$ cat src/hdl/mem_pkg.sv
package mem_pkg;

	localparam int PAGE_OFFSET = 12;
	localparam int VPN_W = 32 - PAGE_OFFSET;
	localparam int PPN_W = 8;
	localparam int PHYS_ADDR_W = PPN_W + PAGE_OFFSET;

	localparam int TLB_ENTRIES = 8;
	localparam int TLB_IDX_W = $clog2(TLB_ENTRIES);

	localparam int LINE_BYTES = 16;
	localparam int CACHE_LINES = 16;
	localparam int LINE_W = LINE_BYTES * 8;
	localparam int LINE_OFF_W = $clog2(LINE_BYTES);
	localparam int WORD_SEL_W = LINE_OFF_W - 2;                 // Words per line, as an index
	localparam int INDEX_W = $clog2(CACHE_LINES);
	localparam int TAG_W = PHYS_ADDR_W - INDEX_W - LINE_OFF_W;

	// Load or store coming from the execute stage
	typedef struct packed {
		logic [31:0] vaddr;
		logic [31:0] wdata;
		logic        store;
		logic        word;                                      // Clear for a byte access
		logic        priv;                                      // Set when running in kernel mode
	} mem_req_t;

	typedef enum logic [1:0] {
		ST_OK,
		ST_TLB_MISS,
		ST_PRIV_FAULT
	} mem_status_t;

	typedef struct packed {
		logic [31:0] rdata;
		mem_status_t status;
	} mem_resp_t;

	typedef struct packed {
		logic [VPN_W-1:0] vpn;
		logic [PPN_W-1:0] ppn;
		logic             kernel;
	} tlb_entry_t;

	// Access handed from the stage to the cache, already translated
	typedef struct packed {
		logic [PHYS_ADDR_W-1:0] paddr;
		logic                   store;
		logic [3:0]             mask;                           // One bit per byte lane
		logic [31:0]            wdata;                          // Already placed in its lane
	} cache_req_t;

	typedef struct packed {
		logic [PHYS_ADDR_W-1:0] addr;                           // Line aligned
		logic                   write;
		logic [LINE_W-1:0]      data;
	} line_req_t;

endpackage

$ cat src/hdl/data_cache.sv
module data_cache import mem_pkg::*; (
	input  logic              clock,
	input  logic              reset_i,
	input  logic              req_valid_i,
	output logic              req_ready_o,
	input  cache_req_t        req_i,
	output logic              done_o,
	output logic [31:0]       rdata_o,
	output logic              mem_req_valid_o,
	input  logic              mem_req_ready_i,
	output line_req_t         mem_req_o,
	input  logic              mem_rvalid_i,
	input  logic [LINE_W-1:0] mem_rdata_i
);

	typedef enum logic [2:0] {
		C_IDLE,
		C_WRITEBACK,
		C_FILL_REQ,
		C_FILL_WAIT,
		C_REPLAY
	} cache_state_t;

	cache_state_t state_q;

	logic [LINE_W-1:0] data_q [CACHE_LINES];
	logic [TAG_W-1:0] tag_q [CACHE_LINES];
	logic [CACHE_LINES-1:0] valid_q;
	logic [CACHE_LINES-1:0] dirty_q;
	cache_req_t held_q;                                         // Access waiting for its line

	cache_req_t acc;
	logic [INDEX_W-1:0] idx;
	logic [TAG_W-1:0] tag;
	logic [WORD_SEL_W-1:0] wsel;
	logic hit;
	logic victim_dirty;
	logic do_access;
	logic start_miss;
	logic [LINE_W-1:0] cur_line;
	logic [LINE_W-1:0] new_line;
	logic [31:0] old_word;
	logic [31:0] new_word;
	line_req_t wb_req;
	line_req_t fill_req;

	assign acc = (state_q == C_IDLE) ? req_i : held_q;
	assign idx = acc.paddr[LINE_OFF_W +: INDEX_W];
	assign tag = acc.paddr[PHYS_ADDR_W-1 -: TAG_W];
	assign wsel = acc.paddr[2 +: WORD_SEL_W];
	assign hit = valid_q[idx] && (tag_q[idx] == tag);
	assign victim_dirty = valid_q[idx] && dirty_q[idx];

	assign req_ready_o = (state_q == C_IDLE);
	assign do_access = (req_ready_o && req_valid_i && hit) || (state_q == C_REPLAY);
	assign start_miss = req_ready_o && req_valid_i && !hit;

	always_comb begin
		cur_line = data_q[idx];
		old_word = cur_line[wsel*32 +: 32];
		for (int b = 0; b < 4; b++) begin
			new_word[b*8 +: 8] = acc.mask[b] ? acc.wdata[b*8 +: 8] : old_word[b*8 +: 8];
		end
		new_line = cur_line;
		new_line[wsel*32 +: 32] = new_word;
	end

	assign wb_req = '{addr: {tag_q[idx], idx, {LINE_OFF_W{1'b0}}}, write: 1'b1, data: cur_line};
	assign fill_req = '{addr: {tag, idx, {LINE_OFF_W{1'b0}}}, write: 1'b0, data: '0};

	always_ff @(posedge clock) begin
		if (reset_i) begin
			state_q <= C_IDLE;
			valid_q <= '0;
			dirty_q <= '0;
			mem_req_valid_o <= 1'b0;
			done_o <= 1'b0;
		end else begin
			done_o <= do_access;
			if (do_access && acc.store) begin
				dirty_q[idx] <= 1'b1;
			end
			case (state_q)
				C_IDLE: begin
					if (start_miss) begin
						mem_req_valid_o <= 1'b1;
						state_q <= victim_dirty ? C_WRITEBACK : C_FILL_REQ;
					end
				end
				C_WRITEBACK: begin
					if (mem_req_ready_i) begin
						state_q <= C_FILL_REQ;              // Valid stays up for the refill read
					end
				end
				C_FILL_REQ: begin
					if (mem_req_ready_i) begin
						mem_req_valid_o <= 1'b0;
						state_q <= C_FILL_WAIT;
					end
				end
				C_FILL_WAIT: begin
					if (mem_rvalid_i) begin
						valid_q[idx] <= 1'b1;
						dirty_q[idx] <= 1'b0;
						state_q <= C_REPLAY;
					end
				end
				default: state_q <= C_IDLE;                 // Replay hits on the fresh line
			endcase
		end
	end

	always_ff @(posedge clock) begin
		if (do_access) begin
			rdata_o <= old_word;
			if (acc.store) begin
				data_q[idx] <= new_line;
			end
		end
		if (start_miss) begin
			held_q <= req_i;
			mem_req_o <= victim_dirty ? wb_req : fill_req;
		end
		if (state_q == C_WRITEBACK && mem_req_ready_i) begin
			mem_req_o <= fill_req;
		end
		if (state_q == C_FILL_WAIT && mem_rvalid_i) begin
			data_q[idx] <= mem_rdata_i;
			tag_q[idx] <= tag;
		end
	end

	mem_req_hold_a: assert property (@(posedge clock) disable iff (reset_i)
		mem_req_valid_o && !mem_req_ready_i |=> mem_req_valid_o && $stable(mem_req_o));

endmodule

$ cat src/hdl/dtlb.sv
module dtlb import mem_pkg::*; (
	input  logic             clock,
	input  logic             reset_i,
	input  logic             lookup_en_i,
	input  logic [VPN_W-1:0] lookup_vpn_i,
	output logic             hit_o,
	output logic [PPN_W-1:0] ppn_o,
	output logic             kernel_o,
	input  logic             tlb_we_i,
	input  tlb_entry_t       tlb_entry_i
);

	tlb_entry_t entry_q [TLB_ENTRIES];
	logic [TLB_ENTRIES-1:0] valid_q;
	logic [TLB_IDX_W-1:0] rr_q;                                 // Next victim slot

	logic [TLB_ENTRIES-1:0] lk_match;
	logic [TLB_ENTRIES-1:0] wr_match;
	logic [PPN_W-1:0] ppn_sel;
	logic kernel_sel;
	logic [TLB_IDX_W-1:0] wr_slot;

	// At most one entry can match, so the selected fields are a plain OR
	always_comb begin
		ppn_sel = '0;
		kernel_sel = 1'b0;
		wr_slot = rr_q;
		for (int i = 0; i < TLB_ENTRIES; i++) begin
			lk_match[i] = valid_q[i] && (entry_q[i].vpn == lookup_vpn_i);
			wr_match[i] = valid_q[i] && (entry_q[i].vpn == tlb_entry_i.vpn);
			if (lk_match[i]) begin
				ppn_sel |= entry_q[i].ppn;
				kernel_sel |= entry_q[i].kernel;
			end
			if (wr_match[i]) begin
				wr_slot = TLB_IDX_W'(i);                        // Refresh the existing mapping
			end
		end
	end

	always_ff @(posedge clock) begin
		if (reset_i) begin
			valid_q <= '0;
			rr_q <= '0;
			hit_o <= 1'b0;
		end else begin
			if (lookup_en_i) begin
				hit_o <= |lk_match;
			end
			if (tlb_we_i) begin
				valid_q[wr_slot] <= 1'b1;
				if (!(|wr_match)) begin
					rr_q <= rr_q + 1'b1;
				end
			end
		end
	end

	always_ff @(posedge clock) begin
		if (lookup_en_i) begin
			ppn_o <= ppn_sel;
			kernel_o <= kernel_sel;
		end
		if (tlb_we_i) begin
			entry_q[wr_slot] <= tlb_entry_i;
		end
	end

	// Overwrite on a vpn match keeps the mappings unique
	unique_map_a: assert property (@(posedge clock) disable iff (reset_i)
		$onehot0(lk_match) && $onehot0(wr_match));

endmodule

$ cat src/hdl/mem_stage.sv
module mem_stage import mem_pkg::*; (
	input  logic             clock,
	input  logic             reset_i,
	input  logic             req_valid_i,
	output logic             req_ready_o,
	input  mem_req_t         req_i,
	output logic             resp_valid_o,
	input  logic             resp_ready_i,
	output mem_resp_t        resp_o,
	output logic             lookup_en_o,
	output logic [VPN_W-1:0] lookup_vpn_o,
	input  logic             tlb_hit_i,
	input  logic [PPN_W-1:0] tlb_ppn_i,
	input  logic             tlb_kernel_i,
	output logic             cache_valid_o,
	input  logic             cache_ready_i,
	output cache_req_t       cache_req_o,
	input  logic             cache_done_i,
	input  logic [31:0]      cache_rdata_i
);

	typedef enum logic [1:0] {
		S_IDLE,
		S_TRANSLATE,
		S_ACCESS,
		S_RESPOND
	} stage_state_t;

	stage_state_t state_q;
	mem_req_t req_q;
	mem_resp_t resp_q;
	logic priv_fault;
	logic [7:0] load_byte;

	assign req_ready_o = (state_q == S_IDLE);
	assign resp_valid_o = (state_q == S_RESPOND);
	assign resp_o = resp_q;

	// The TLB looks up in the transfer cycle itself
	assign lookup_en_o = req_valid_i && req_ready_o;
	assign lookup_vpn_o = req_i.vaddr[31:PAGE_OFFSET];

	assign priv_fault = tlb_kernel_i && !req_q.priv;
	assign cache_valid_o = (state_q == S_TRANSLATE) && tlb_hit_i && !priv_fault;
	assign cache_req_o.paddr = {tlb_ppn_i, req_q.vaddr[PAGE_OFFSET-1:0]};
	assign cache_req_o.store = req_q.store;
	assign cache_req_o.mask = req_q.word ? 4'b1111 : (4'b0001 << req_q.vaddr[1:0]);
	assign cache_req_o.wdata = req_q.word ? req_q.wdata : {4{req_q.wdata[7:0]}};

	assign load_byte = cache_rdata_i[{req_q.vaddr[1:0], 3'b000} +: 8];

	always_ff @(posedge clock) begin
		if (reset_i) begin
			state_q <= S_IDLE;
		end else begin
			case (state_q)
				S_IDLE: if (lookup_en_o) state_q <= S_TRANSLATE;
				S_TRANSLATE: begin
					if (!tlb_hit_i || priv_fault) begin
						state_q <= S_RESPOND;
					end else if (cache_ready_i) begin
						state_q <= S_ACCESS;
					end
				end
				S_ACCESS: if (cache_done_i) state_q <= S_RESPOND;
				default: if (resp_ready_i) state_q <= S_IDLE;
			endcase
		end
	end

	always_ff @(posedge clock) begin
		if (lookup_en_o) begin
			req_q <= req_i;
		end
		if (state_q == S_TRANSLATE && !tlb_hit_i) begin
			resp_q <= '{rdata: '0, status: ST_TLB_MISS};
		end else if (state_q == S_TRANSLATE && priv_fault) begin
			resp_q <= '{rdata: '0, status: ST_PRIV_FAULT};
		end else if (state_q == S_ACCESS && cache_done_i) begin
			resp_q.status <= ST_OK;
			if (req_q.store) begin
				resp_q.rdata <= '0;                             // Stores return no data
			end else begin
				resp_q.rdata <= req_q.word ? cache_rdata_i : {24'b0, load_byte};
			end
		end
	end

	resp_hold_a: assert property (@(posedge clock) disable iff (reset_i)
		resp_valid_o && !resp_ready_i |=> resp_valid_o && $stable(resp_o));

	ready_excl_a: assert property (@(posedge clock) disable iff (reset_i)
		!(req_ready_o && resp_valid_o));

endmodule

$ cat src/hdl/mem_subsystem.sv
module mem_subsystem import mem_pkg::*; (
	input  logic              clock,
	input  logic              reset_i,
	input  logic              req_valid_i,
	output logic              req_ready_o,
	input  mem_req_t          req_i,
	output logic              resp_valid_o,
	input  logic              resp_ready_i,
	output mem_resp_t         resp_o,
	input  logic              tlb_we_i,
	input  tlb_entry_t        tlb_entry_i,
	output logic              mem_req_valid_o,
	input  logic              mem_req_ready_i,
	output line_req_t         mem_req_o,
	input  logic              mem_rvalid_i,
	input  logic [LINE_W-1:0] mem_rdata_i
);

	logic lookup_en;
	logic [VPN_W-1:0] lookup_vpn;
	logic tlb_hit;
	logic [PPN_W-1:0] tlb_ppn;
	logic tlb_kernel;
	logic cache_valid;
	logic cache_ready;
	cache_req_t cache_req;
	logic cache_done;
	logic [31:0] cache_rdata;

	mem_stage stage0 (
		.clock, .reset_i,
		.req_valid_i, .req_ready_o, .req_i,
		.resp_valid_o, .resp_ready_i, .resp_o,
		.lookup_en_o(lookup_en), .lookup_vpn_o(lookup_vpn),
		.tlb_hit_i(tlb_hit), .tlb_ppn_i(tlb_ppn), .tlb_kernel_i(tlb_kernel),
		.cache_valid_o(cache_valid), .cache_ready_i(cache_ready), .cache_req_o(cache_req),
		.cache_done_i(cache_done), .cache_rdata_i(cache_rdata)
	);

	dtlb dtlb0 (
		.clock, .reset_i,
		.lookup_en_i(lookup_en), .lookup_vpn_i(lookup_vpn),
		.hit_o(tlb_hit), .ppn_o(tlb_ppn), .kernel_o(tlb_kernel),
		.tlb_we_i, .tlb_entry_i
	);

	data_cache cache0 (
		.clock, .reset_i,
		.req_valid_i(cache_valid), .req_ready_o(cache_ready), .req_i(cache_req),
		.done_o(cache_done), .rdata_o(cache_rdata),
		.mem_req_valid_o, .mem_req_ready_i, .mem_req_o,
		.mem_rvalid_i, .mem_rdata_i
	);

endmodule

$ cat config.mk
export PLATFORM = sky130hd
export DESIGN_NAME = mem_subsystem
export DESIGN_NICKNAME = d
export VERILOG_FILES = /design/src/hdl/mem_pkg.sv /design/src/hdl/data_cache.sv /design/src/hdl/dtlb.sv /design/src/hdl/mem_stage.sv /design/src/hdl/mem_subsystem.sv
export SDC_FILE = /design/constraint.sdc
export NUM_CORES = 2
export LEC_CHECK = 0
export BUFFER_PORTS_ARGS = -buffer_cell sky130_fd_sc_hd__buf_4
export CAP_MARGIN = 0
export CORE_UTILIZATION = 29
export DETAILED_ROUTE_END_ITERATION = 7
export MAX_ROUTING_LAYER = met4
export PLACE_DENSITY = 0.46
export SYNTH_ARGS = -nofsm -noshare
export SYNTH_HDL_FRONTEND = slang
export SYNTH_SLANG_ARGS = --single-unit
$ cat constraint.sdc
create_clock -name clock -period 13.7 [get_ports clock]
set_input_delay 0.685 -clock clock [delete_from_list [all_inputs] [get_ports clock]]
set_output_delay 0.685 -clock clock [all_outputs]
set_load 0.05 [all_outputs]
==> results.cfg <==
[synthesis]
yosys_warnings = 0
synthDistinctLibCells = 95
synthCells = 9379
yosys.cell_count.top_type = edfxtp_1
synth_adder_area_share_pct = 0.113
synth_top_family_by_area = simple AND/OR/NAND/NOR gates
synthTopCellsByCount = edfxtp_1 (2,631), nand2_1 (1,868), and3_1 (537)
muxShareOfSynthArea_pct = 2.17
ys_ff_latch = 2845
synth_top_area_share_pct = 65.0
synth_edf_count = 2631
synth_top_cell_by_area = edfxtp_1
syn_avg_cell_area_um2 = 13.0
synth_area_leaders = edfxtp_1 (65%), nand2_1 (5.8%), dfxtp_1 (3.5%), and3_1 (2.8%), a31oi_1 (2.0%)
yosys.area_share.xor_xnor_pct = 2.33
synth_ff_type = edfxtp_1
synth_compound_area_share_pct = 11.0
synth-simple-area-share_pct = 13.1
synth_area_um2 = 122000
yosysSeqAreaShare_pct = 68.5
async_flop_share_pct = 0

[power_and_ir_drop]
clkPwrFrac_pct = 25.1
p_seq_share_pct = 35.7
power_switching_mw = 13.7
p_leak_nw = 49.2
internal_power_mw = 20.1
power_mw = 33.9
combPwrFrac_pct = 39.2
peakVddDrop_mv = 0.168
switching_share_pct = 40.5
pwr_density_cell_nw_per_um2 = 236

[global_routing]
track_usage_pct = 23.5
grt_overflow = 0
grt_pass1_vias = 82300
grt_max_degree = 184
antenna_found_initial = 39
grt_pass1_wl_mm = 682

[cts]
ctsResizeCount = 0
post_cts_buffers = 0
root_buffer = clkbuf_16
cts.sinks = 2845
cts_tree = yes
clk_pin_slew_worst_paths_ns = 0.06
cts_buffers = 314
clock_path_buffers = 4
clk_latency_ns = 0.96
h-tree-depth = 5

[detailed_routing]
dr_wl_met3_mm = 35.4
drt_iter0_markers = 9494
first_pass_iters = 8
antenna_left = 0
met1_length_mm = 198
wl_mm = 497
route.top_layer_used = met4
drc = 0
vias_per_cell = 5.53
vias = 86100
wl_met2_mm = 231
wl_per_cell_um = 31.9

[critical_path]
required_ns = 14.17
cp_common_cell = buf_4
r2r-start = cache0.state_q[0]
slowest_delay_ns = 1.20
crit_buf_inv = 4
end_kind = flop
cp-startpoint = cache0.state_q[0]
crit_arrival_ns = 8.30
crit_family = simple AND/OR/NAND/NOR gates
crit_type = flop to flop
crit_fanout = 54
startpoint_type = flop
slowest_stage = nor2_1
crit_chain = buf_4 > o31a_1 > nor2_4 > buf_4 > buf_4 > buf_4 > a31oi_1 > a22o_1 > nor3_1 > o22ai_1 > nor2_1 > a311oi_2

[sta]
setup_viol = 0
hold_ws_ns = 0.0494
tns_ns = 0
worst_pin_slew_ns = 1.68
min_period_ns = 7.83
slew_viol_final = 44
rsz0062_at_grt = no
fmax_mhz = 128
finClkSkew_ns = 0.0620
slew-limit-headroom_pct = -11.9
hold_viol_final = 0
min_period_over_period_pct = 57.2

[finish]
area_growth_pct = 17.8
fill_cells = 40800
layout.nets = 10000
drive_gt1_share_pct = 16.3
fin_util_pct = 34.3

[floorplanning]
initial_core_util_pct = 29.1
ioPinCount = 417
die_area_um2 = 422000
core_um2 = 417000
die_h_um = 649
fp.dieW_um = 649
rows = 237

[outcome]
violations = capacitance limit, slew limit
status = finished, violations left

[flow_run]
drv_cap = 2

[placed_design]
numPortBuffers = 412
finalWeightedCongestion = 0.985
dp_hpwl_mm = 301

[hold_path]
hold_path.class = input pin to flop
hp-start = req_i[5]
==> per-stage QoR <==
stage / std cells / setup WS (ns) / cell area [um^2]
6_report: 15600 / 5.87 / 143000
5_1_grt: 15600 / 5.70 / 143000
4_1_cts: 15500 / 6.06 / 143000
3_5_place_dp: 14900 / 6.07 / 132000
3_3_place_gp: 14900 / 5.92 / 132000
2_1_floorplan: 9382 / 0.575 / 122000
==> worst reg2reg max path: cells and delay by family (launching register included) <==
kind	cells	cell delay, ns
AO/OA/AOI/OAI	5	1.92
AND/OR/NAND/NOR	3	2.80
buffers and inverters	4	2.37
flip-flops	1	0.30
==> placed cells by master (no fill, tap or decap), drive strengths merged, types with 54 or more instances in the layout <==
cell,synthesis,final
a211oi,284,284
a21boi,112,112
a21oi,132,132
a221oi,83,83
a22o,137,137
a311oi,236,236
a31oi,392,392
and3,538,538
buf,190,755
clkbuf,528,414
clkinv,0,107
dfxtp,214,214
edfxtp,2631,2631
inv,70,87
mux2i,87,87
mux4,72,72
nand2,1870,1870
nand3,54,54
nand4,64,64
nor2,391,391
nor3,141,141
nor4,96,96
o22ai,205,205
or2,101,101
or3,139,139
xnor2,197,197
xor2,127,127
==> power groups by stage <==
stage	combinational, mW	clock [mW]	sequential, mW
after CTS	13.0	8.62	12.1
after floorplan	6.22	0	12.7
after global routing	13.9	8.93	12.1
final	13.3	8.50	12.1
after detailed placement	13.0	0	12.3
after global placement	12.8	0	12.3
==> sequential cells by signal, indices dropped and copies added (netlist names), 13 cells and up <==
name and flops:
stage0.cache_req_o 13, cache0.valid_q 16, stage0.resp_o 34, cache0.held_q 55, dtlb0.entry_q 232, cache0.rdata_o 32, cache0.mem_req_o 145, cache0.dirty_q 16
stage0.req_q 34, cache0.tag_q 192, cache0.data_q 2048
==> cell type report <==
class	count	area (um^2)	share of cell area (%)
flip-flops and latches	2845	83300	58.2
clock buffers	413	8540	5.97
repair buffers	805	6550	4.58
multi-input cells	5749	35900	25.1
diodes	39	97.6	0.0682
clock inverters	157	1600	1.12
well taps	5497	6880	4.80
inverters	70	270	0.189
==> layer usage <==
metal | GRT usage [%] | vias to the layer above
li1 | - | 36500
met1 | 29.3 | 44700
met2 | 36.6 | 4013
met3 | 3.60 | 913
met4 | 13.1 | 0
met5 | - | -
==> final timing paths <==
check / endpoint / slack [ns] / depth (start not counted)
setup / recovery: cache0.data_q[14][17] / 5.87 / 12
hold / removal: stage0.req_q[5] / 0.05 / 1
setup reg to reg: cache0.data_q[14][17] / 5.87 / 12
hold reg to reg: cache0.held_q[39] / 0.47 / 0
==> kinds of logic after synthesis <==
group / count (synthesis)
AND/OR/NAND/NOR: 3465
flip-flops: 2845
AO/OA/AOI/OAI: 1773
buffers and inverters: 788
XOR/XNOR: 324
multiplexers: 172
adder cells (fa/ha/maj): 11
other: 1
==> timing repair <==
action                     CTS  global route
hold endpoints to repair   112             0
hold buffers                49             0
setup endpoints to repair    0             0
Note: power is estimated with default switching activity, not from simulation.
